**config.mk**
```make
export PLATFORM = sky130hd
export DESIGN_NAME = uart_cmd_master
export DESIGN_NICKNAME = d
export VERILOG_FILES = /design/src/source/uart_pkg.sv /design/src/source/uart_tx.sv /design/src/source/uart_rx.sv /design/src/source/cmd_sequencer.sv /design/src/source/uart_cmd_master.sv
export SDC_FILE = /design/constraint.sdc
export NUM_CORES = 1
export LEC_CHECK = 0
export BUFFER_PORTS_ARGS = -buffer_cell sky130_fd_sc_hd__buf_2
export CORE_UTILIZATION = 65
export CTS_BUF_LIST = sky130_fd_sc_hd__clkbuf_16
export CTS_CLUSTER_SIZE = 25
export DETAILED_ROUTE_END_ITERATION = 12
export GPL_TIMING_DRIVEN = 0
export PLACE_DENSITY = 0.95
export SLEW_MARGIN = 20
export SYNTH_ARGS = -nofsm -noshare
export SYNTH_HDL_FRONTEND = slang
export SYNTH_HIERARCHICAL = 1
export SYNTH_SLANG_ARGS = --single-unit
```
**constraint.sdc**
```tcl
create_clock -name clk -period 3.1 [get_ports clk]
set_input_delay 0.465 -clock clk [delete_from_list [all_inputs] [get_ports clk]]
set_output_delay 0.465 -clock clk [all_outputs]
set_load 0.01 [all_outputs]
```
**src/source/uart_pkg.sv**
```systemverilog
`default_nettype none

package uart_pkg;

  typedef logic [15:0] cmd_t; // host command word.
  typedef logic [7:0] byte_t; // payload of one serial frame.
  typedef logic [6:0] addr_t; // remote register address.

  // command word layout.
  localparam int cmd_write_bit = 15; // set for a write, clear for a read.
  localparam int cmd_addr_msb = 14;
  localparam int cmd_addr_lsb = 8;
  localparam int cmd_data_msb = 7;
  localparam int cmd_data_lsb = 0;

  localparam int frame_bits = 11; // start, eight data, parity and stop.

  typedef enum logic [2:0] {
    idle,
    send_addr,
    gap,
    send_data,
    wait_resp,
    report
  } seq_state_t;

endpackage

`default_nettype wire

```
**src/source/uart_tx.sv**
```systemverilog
`default_nettype none

module uart_tx #(
  parameter int BIT_CYCLES = 434
) (
  input  wire             clk,
  input  wire             rst_n,
  input  wire             tx_start,
  input  wire uart_pkg::byte_t tx_byte,
  output logic            tx_busy,
  output logic            tx
);

  localparam int cnt_w = $clog2(BIT_CYCLES + 1);
  localparam logic [cnt_w-1:0] cyc_last = cnt_w'(BIT_CYCLES - 1);
  localparam logic [3:0] bit_last = 4'(uart_pkg::frame_bits - 1);

  logic [cnt_w-1:0] cyc_cnt;
  logic [3:0]       bit_idx;
  logic [9:0]       shift_q; // stop, parity and data bits still to go out.
  logic             bit_end;

  assign bit_end = (cyc_cnt == cyc_last);

  always_ff @(posedge clk or negedge rst_n)
  begin
    if (!rst_n)
    begin
      tx_busy <= 1'b0;
      tx <= 1'b1;
      cyc_cnt <= '0;
      bit_idx <= '0;
    end
    else if (!tx_busy)
    begin
      cyc_cnt <= '0;
      bit_idx <= '0;
      if (tx_start)
      begin
        tx_busy <= 1'b1;
        tx <= 1'b0; // start bit goes out on the next cycle.
      end
    end
    else if (!bit_end)
    begin
      cyc_cnt <= cyc_cnt + 1'b1;
    end
    else
    begin
      cyc_cnt <= '0;
      if (bit_idx == bit_last)
      begin
        tx_busy <= 1'b0; // stop bit done, the line stays high.
      end
      else
      begin
        bit_idx <= bit_idx + 1'b1;
        tx <= shift_q[0];
      end
    end
  end

  always_ff @(posedge clk)
  begin
    if (!tx_busy && tx_start)
    begin
      shift_q <= {1'b1, ~^tx_byte, tx_byte}; // odd parity over the data byte.
    end
    else if (tx_busy && bit_end)
    begin
      shift_q <= {1'b1, shift_q[9:1]};
    end
  end

  // the line only ever leaves the idle level inside a frame.
  a_tx_idle_high: assert property (@(posedge clk) disable iff (!rst_n) !tx_busy |-> tx)
    else $error("tx low while the transmitter is idle.");

endmodule

`default_nettype wire

```
**src/source/uart_rx.sv**
```systemverilog
`default_nettype none

module uart_rx #(
  parameter int BIT_CYCLES = 434
) (
  input  wire             clk,
  input  wire             rst_n,
  input  wire             rx,
  output logic            rx_valid,
  output uart_pkg::byte_t rx_byte,
  output logic            rx_err,
  output logic            rx_active
);

  typedef enum logic [1:0] {
    rx_idle,
    rx_start,
    rx_data,
    rx_stop
  } rx_state_t;

  localparam int cnt_w = $clog2(BIT_CYCLES + 1);
  localparam logic [cnt_w-1:0] cyc_last = cnt_w'(BIT_CYCLES - 1);
  localparam logic [cnt_w-1:0] half_last = cnt_w'(BIT_CYCLES / 2 - 1);

  rx_state_t        state;
  logic             rx_meta;
  logic             rx_sync;
  logic             rx_prev;
  logic             fall;
  logic             sample;
  logic [cnt_w-1:0] cyc_cnt;
  logic [3:0]       bit_cnt;
  logic [8:0]       shift_q; // parity sits above the data byte once full.

  assign fall = rx_prev & ~rx_sync;
  assign sample = (cyc_cnt == cyc_last);

  always_ff @(posedge clk or negedge rst_n)
  begin
    if (!rst_n)
    begin
      rx_meta <= 1'b1;
      rx_sync <= 1'b1;
      rx_prev <= 1'b1;
    end
    else
    begin
      rx_meta <= rx;
      rx_sync <= rx_meta;
      rx_prev <= rx_sync;
    end
  end

  always_ff @(posedge clk or negedge rst_n)
  begin
    if (!rst_n)
    begin
      state <= rx_idle;
      cyc_cnt <= '0;
      bit_cnt <= '0;
      rx_valid <= 1'b0;
      rx_active <= 1'b0;
    end
    else
    begin
      rx_valid <= 1'b0;
      case (state)
        rx_idle:
        begin
          cyc_cnt <= '0;
          bit_cnt <= '0;
          if (fall)
            state <= rx_start;
        end
        rx_start:
        begin
          if (cyc_cnt == half_last)
          begin
            cyc_cnt <= '0;
            if (!rx_sync)
            begin
              state <= rx_data;
              rx_active <= 1'b1;
            end
            else
            begin
              state <= rx_idle; // a glitch, not a start bit.
            end
          end
          else
          begin
            cyc_cnt <= cyc_cnt + 1'b1;
          end
        end
        rx_data:
        begin
          if (sample)
          begin
            cyc_cnt <= '0;
            bit_cnt <= bit_cnt + 1'b1;
            if (bit_cnt == 4'd8)
              state <= rx_stop; // eight data bits and the parity bit are in.
          end
          else
          begin
            cyc_cnt <= cyc_cnt + 1'b1;
          end
        end
        rx_stop:
        begin
          if (sample)
          begin
            state <= rx_idle;
            rx_valid <= 1'b1;
            rx_active <= 1'b0;
          end
          else
          begin
            cyc_cnt <= cyc_cnt + 1'b1;
          end
        end
        default:
        begin
          state <= rx_idle;
        end
      endcase
    end
  end

  always_ff @(posedge clk)
  begin
    if (state == rx_data && sample)
    begin
      shift_q <= {rx_sync, shift_q[8:1]};
    end
    if (state == rx_stop && sample)
    begin
      rx_byte <= shift_q[7:0];
      rx_err <= ~(^shift_q) | ~rx_sync; // even count of ones or a low stop bit.
    end
  end

  a_rx_valid_pulse: assert property (@(posedge clk) disable iff (!rst_n) rx_valid |=> !rx_valid)
    else $error("rx_valid held for more than one cycle.");

endmodule

`default_nettype wire

```
**src/source/cmd_sequencer.sv**
```systemverilog
`default_nettype none

module cmd_sequencer #(
  parameter int BIT_CYCLES = 434,
  parameter int GAP_BITS   = 16,
  parameter int RESP_BITS  = 40
) (
  input  wire             clk,
  input  wire             rst_n,
  input  wire uart_pkg::cmd_t cmd_in,
  input  wire             cmd_vld,
  output logic            cmd_rdy,
  output logic            tx_start,
  output uart_pkg::byte_t tx_byte,
  input  wire             tx_busy,
  input  wire             rx_valid,
  input  wire uart_pkg::byte_t rx_byte,
  input  wire             rx_err,
  input  wire             rx_active,
  output uart_pkg::byte_t read_data,
  output logic            read_rdy,
  output logic            read_err
);

  localparam int max_bits = (GAP_BITS > RESP_BITS) ? GAP_BITS : RESP_BITS;
  localparam int cyc_w = $clog2(BIT_CYCLES + 1);
  localparam int bits_w = $clog2(max_bits + 1);
  localparam logic [cyc_w-1:0] cyc_last = cyc_w'(BIT_CYCLES - 1);
  // The gap closes three cycles early to cover spotting the frame end,
  // the tx_start register and the transmitter's own load cycle.
  localparam logic [cyc_w-1:0] gap_cyc_last = cyc_w'(BIT_CYCLES - 3);
  localparam logic [bits_w-1:0] gap_bit_last = bits_w'(GAP_BITS - 1);
  localparam logic [bits_w-1:0] resp_bit_last = bits_w'(RESP_BITS - 1);

  uart_pkg::seq_state_t state;
  uart_pkg::cmd_t       cmd_q;
  uart_pkg::addr_t      cmd_addr;
  logic [cyc_w-1:0]     cyc_cnt;
  logic [bits_w-1:0]    bit_cnt;
  logic                 accept;
  logic                 frame_done;
  logic                 bit_tick;
  logic                 count_en;
  logic                 gap_done;
  logic                 resp_timeout;
  logic                 resp_seen; // a response frame has started.

  assign cmd_addr = cmd_in[uart_pkg::cmd_addr_msb:uart_pkg::cmd_addr_lsb];
  assign accept = cmd_vld & cmd_rdy;
  assign frame_done = ~tx_start & ~tx_busy;
  assign bit_tick = (cyc_cnt == cyc_last);
  assign count_en = (state == uart_pkg::gap) ||
                    (state == uart_pkg::wait_resp && !resp_seen && !rx_active);
  assign gap_done = (bit_cnt == gap_bit_last) && (cyc_cnt == gap_cyc_last);
  assign resp_timeout = (bit_cnt == resp_bit_last) && bit_tick && !resp_seen && !rx_active;

  assign cmd_rdy = (state == uart_pkg::idle);
  assign read_rdy = (state == uart_pkg::report);

  always_ff @(posedge clk or negedge rst_n)
  begin
    if (!rst_n)
    begin
      cyc_cnt <= '0;
      bit_cnt <= '0;
    end
    else if (!count_en)
    begin
      cyc_cnt <= '0;
      bit_cnt <= '0;
    end
    else if (bit_tick)
    begin
      cyc_cnt <= '0;
      bit_cnt <= bit_cnt + 1'b1;
    end
    else
    begin
      cyc_cnt <= cyc_cnt + 1'b1;
    end
  end

  always_ff @(posedge clk or negedge rst_n)
  begin
    if (!rst_n)
    begin
      state <= uart_pkg::idle;
      tx_start <= 1'b0;
      resp_seen <= 1'b0;
      read_err <= 1'b0;
    end
    else
    begin
      tx_start <= 1'b0;
      case (state)
        uart_pkg::idle:
        begin
          if (accept)
          begin
            tx_start <= 1'b1;
            state <= uart_pkg::send_addr;
          end
        end
        uart_pkg::send_addr:
        begin
          if (frame_done)
            state <= cmd_q[uart_pkg::cmd_write_bit] ? uart_pkg::gap : uart_pkg::wait_resp;
        end
        uart_pkg::gap:
        begin
          if (gap_done)
          begin
            tx_start <= 1'b1;
            state <= uart_pkg::send_data;
          end
        end
        uart_pkg::send_data:
        begin
          if (frame_done)
            state <= uart_pkg::idle;
        end
        uart_pkg::wait_resp:
        begin
          if (rx_active)
            resp_seen <= 1'b1;
          if (rx_valid)
          begin
            read_err <= rx_err;
            state <= uart_pkg::report;
          end
          else if (resp_timeout)
          begin
            read_err <= 1'b1; // no answer from the remote device.
            state <= uart_pkg::report;
          end
        end
        uart_pkg::report:
        begin
          resp_seen <= 1'b0;
          state <= uart_pkg::idle;
        end
        default:
        begin
          state <= uart_pkg::idle;
        end
      endcase
    end
  end

  always_ff @(posedge clk)
  begin
    if (state == uart_pkg::idle && accept)
    begin
      cmd_q <= cmd_in;
      tx_byte <= {cmd_in[uart_pkg::cmd_write_bit], cmd_addr};
    end
    if (state == uart_pkg::gap && gap_done)
      tx_byte <= cmd_q[uart_pkg::cmd_data_msb:uart_pkg::cmd_data_lsb];
    if (state == uart_pkg::wait_resp)
    begin
      if (rx_valid)
        read_data <= rx_byte;
      else if (resp_timeout)
        read_data <= '0;
    end
  end

  a_read_rdy_pulse: assert property (@(posedge clk) disable iff (!rst_n) read_rdy |=> !read_rdy)
    else $error("read_rdy high for two cycles in a row.");

  // only one frame may be in flight on tx.
  a_start_when_free: assert property (@(posedge clk) disable iff (!rst_n) tx_start |-> !tx_busy)
    else $error("tx_start issued while the transmitter is busy.");

endmodule

`default_nettype wire

```
**src/source/uart_cmd_master.sv**
```systemverilog
`default_nettype none

module uart_cmd_master #(
  parameter int BIT_CYCLES = 434,
  parameter int GAP_BITS   = 16,
  parameter int RESP_BITS  = 40
) (
  input  wire                  clk,
  input  wire                  rst_n,
  input  wire uart_pkg::cmd_t  cmd_in,
  input  wire                  cmd_vld,
  output wire                  cmd_rdy,
  input  wire                  rx,
  output wire                  tx,
  output wire uart_pkg::byte_t read_data,
  output wire                  read_rdy,
  output wire                  read_err
);

  wire                  tx_start;
  wire uart_pkg::byte_t tx_byte;
  wire                  tx_busy;
  wire                  rx_valid;
  wire uart_pkg::byte_t rx_byte;
  wire                  rx_err;
  wire                  rx_active;

  cmd_sequencer #(
    .BIT_CYCLES(BIT_CYCLES),
    .GAP_BITS  (GAP_BITS),
    .RESP_BITS (RESP_BITS)
  ) u_sequencer (
    .clk      (clk),
    .rst_n    (rst_n),
    .cmd_in   (cmd_in),
    .cmd_vld  (cmd_vld),
    .cmd_rdy  (cmd_rdy),
    .tx_start (tx_start),
    .tx_byte  (tx_byte),
    .tx_busy  (tx_busy),
    .rx_valid (rx_valid),
    .rx_byte  (rx_byte),
    .rx_err   (rx_err),
    .rx_active(rx_active),
    .read_data(read_data),
    .read_rdy (read_rdy),
    .read_err (read_err)
  );

  uart_tx #(
    .BIT_CYCLES(BIT_CYCLES)
  ) u_tx (
    .clk     (clk),
    .rst_n   (rst_n),
    .tx_start(tx_start),
    .tx_byte (tx_byte),
    .tx_busy (tx_busy),
    .tx      (tx)
  );

  uart_rx #(
    .BIT_CYCLES(BIT_CYCLES)
  ) u_rx (
    .clk      (clk),
    .rst_n    (rst_n),
    .rx       (rx),
    .rx_valid (rx_valid),
    .rx_byte  (rx_byte),
    .rx_err   (rx_err),
    .rx_active(rx_active)
  );

endmodule

`default_nettype wire

```
==> run metrics <==
initial core utilization 67.6%; Tmin final between 2 and 2.5 ns; Pint roughly 2300 uW; layout net count approximately 470; mapped cell area ~4900 um2; routed vias/inst 5.97; Std-Cell Core Area between 7000 and 8000 um2; switching share of power 23.1%; CTS buffer count 9; CP Class reg2reg; clock root buffer clkbuf_16; via count of the first global-routing pass about 3300; Die X between 80 and 90 um; Clock Latency Late Sink roughly 0.34 ns; Top Usage Layer GRT met2; Yosys top cell by area edfxtp_1; GRT Util Overall between 20% and 30%; RSZ-0062 raised after global routing no; DR vias about 3200; largest family of logic cells by synthesized area simple AND/OR/NAND/NOR gates; fin. max-slew vios 0; HPWL after detailed placement roughly 6300 um; Max Fanout on Critical Path 8; hold_buf cts 0; Post-Synthesis Cells 398; outcome finished clean; # DRC 0; CTS tree built; largest net degree at the start of global routing 57; Synth async-reset ratio 51.9%; Comb power frac 6.2%; setup repair bufs after CTS 0; final hold vios 0; Sw Pwr approximately 680 uW; M3 GR Usage under 10%; synthesis-stage register bit count approximately 110; Setup-failing EPs final 0; Syn Area/Cell 12.4 um2; CTS Sinks 108; io pins 32; most frequent cells after synthesis dfrtp_1, edfxtp_1, nor2_1; RR Startpoint u_sequencer/cyc_cnt[6]; Worst EP required 3.08 ns; pwr dens about 530 nW/um2; Ys Warns 6; xor-xnor portion of the synthesized cell area between 7 and 8%; cts repair resizes 0; area share of the largest cell type after synthesis about a third; setup_tns 0 ns; sequential area share after synthesis 60.2%; Synth Area in Simple Gates roughly 17%; Arr. time, crit path between 2 and 2.5 ns; most used flip-flop cell after synthesis edfxtp_1; starting DRC count in detailed routing 270; Seq pwr share between 50% and 60%; Peak VDD IR approximately 430 uV; Adder-Cell Fraction of Synth Area between 3 and 4%; Fmax 443 MHz; Clk pwr share 40.3%; post-layout util about three quarters; Die ar. around 8000 um2; clock tree buffer depth 2; Post-synth EDFFs 52; flop-to-flop setup slack 0.84 ns; Static Leak ~0.0022 uW; syn nets 430; Worst-Margin Slew slightly below 0.8 ns; Post-Route WL ~9900 um; share of cells above drive strength 1 between 15 and 20%; Placer Congestion 0.876; multiplexer share of the synthesized area between 5 and 6%; Period Utilization, post-route approximately 73%; Worst Setup End Kind register; drt wl/cell around 18 um; met1 Use GR between 20% and 30%; critical path launch point type register; area grow syn2layout 12.1%; grt total ovfl 0; synth top area cells edfxtp_1, dfrtp_1, xnor2_1; H-tree levels 3; Clock Skews between 0.009 and 0.01 ns; Final ANT Viol Nets 0; Global Route met2 Usage 49.0%; worst reg-to-reg path cell count 4; drt pass-1 iters 5; Netlist cell types 57; # diodes 0; overall die height a little under 90 um; Worst R2R End u_sequencer/read_data[6]; worst hold path class in2async; FP Rows 31; port buffer count 31; post-synthesis compound-gate area fraction 4.57%; max-cap violations 0; clock-pin transition on the worst setup and hold timing paths ~0.070 ns; Rel. slew slack 48.0%; first-pass GRT wire length around 15000 um; initial antenna violation count 0
## registers in the layout, indices dropped and copies added (netlist names), 3 cells and up, named ones only
| register | count |
|---|---|
| u_rx/bit_cnt | 4 |
| u_tx/cyc_cnt | 9 |
| u_tx/bit_idx | 4 |
| u_rx/cyc_cnt | 9 |
| u_tx/shift_q | 9 |
| u_sequencer/bit_cnt | 6 |
| u_sequencer/cmd_q | 9 |
| u_rx/rx_byte | 8 |
| u_sequencer/tx_byte | 8 |
| u_sequencer/state | 3 |
| u_rx/shift_q | 9 |
| u_sequencer/read_data | 8 |
| u_sequencer/cyc_cnt | 9 |
## cell families after synthesis
logic type / Yosys count
buffers and inverters: 27
AOI/OAI and AO/OA: 34
xor gates and xnor gates: 38
adders and majority gates: 12
DFF: 108
and+or+nand+nor: 155
muxes: 24
## how the worst max path moves through the flow
stage,start,end,slack (ns),cells past startpoint
finish,u_sequencer/cyc_cnt[6],u_sequencer/read_data[6],0.84,4
floorplan,u_sequencer/cyc_cnt[1],u_sequencer/bit_cnt[5],1.22,7
global route,u_sequencer/cyc_cnt[6],u_sequencer/read_data[6],0.68,4
detailed placement,u_rx/cyc_cnt[0],u_rx/shift_q[0],0.92,4
global placement,u_sequencer/cyc_cnt[6],u_sequencer/read_data[0],1.01,4
CTS,u_sequencer/cyc_cnt[6],u_sequencer/read_data[6],0.88,4
## cell type report
cell class,instances,area [um2]
flip-flops and latches,108,2970
repair buffers,31,158
multi-input cells,263,1850
clock buffers,9,225
clock inverters,7,87.6
plain buffers,12,48.8
fillers,420,1770
well taps,99,124
inverters,15,56.3
## metrics by stage
step                      setup slack, ns  power [uW]  cells  hold WS (ns)  instance area, um2
final                               0.844        2940    544         0.165                5520
after global routing                0.675        3040    544         0.206                5520
after global placement               1.01        1760    528         0.346                5210
after detailed placement            0.919        1780    528         0.348                5210
after CTS                           0.878        2950    544         0.181                5520
after floorplan                      1.22        1710    398         0.169                4930
## layer usage
layer	vias up	share of wire, %	routed length, um
met5	-	0	0
met4	0	4.6	454
met3	44	4.7	462
met2	111	54	5290
met1	1604	37	3660
li1	1490	-	-
## power by group through the flow
stage	clock network (uW)	registers (uW)	logic, uW
after floorplan	0	1590	125
after detailed placement	0	1600	178
final	1180	1570	182
after global routing	1260	1570	207
after CTS	1200	1570	183
after global placement	0	1600	166
## worst max-delay path, cell delays in order (launching register included)
cell	delay, ns
dfrtp_1	0.41
nand3b_1	0.27
nor3_1	0.36
nand3_1	0.21
a21oi_1	0.65
## placed cells by master (no fill, tap or decap), drive strengths merged, types with 13 or more instances in the layout
| cell type | n |
|---|---|
| buf | 34 |
| dfrtp | 52 |
| nor2 | 45 |
| nand2 | 23 |
| and2 | 13 |
| a21oi | 13 |
| clkbuf | 18 |
| xnor2 | 26 |
| edfxtp | 52 |
| inv | 20 |
| nand3 | 21 |
| mux2 | 18 |
Note: power is estimated with default switching activity, not from simulation.
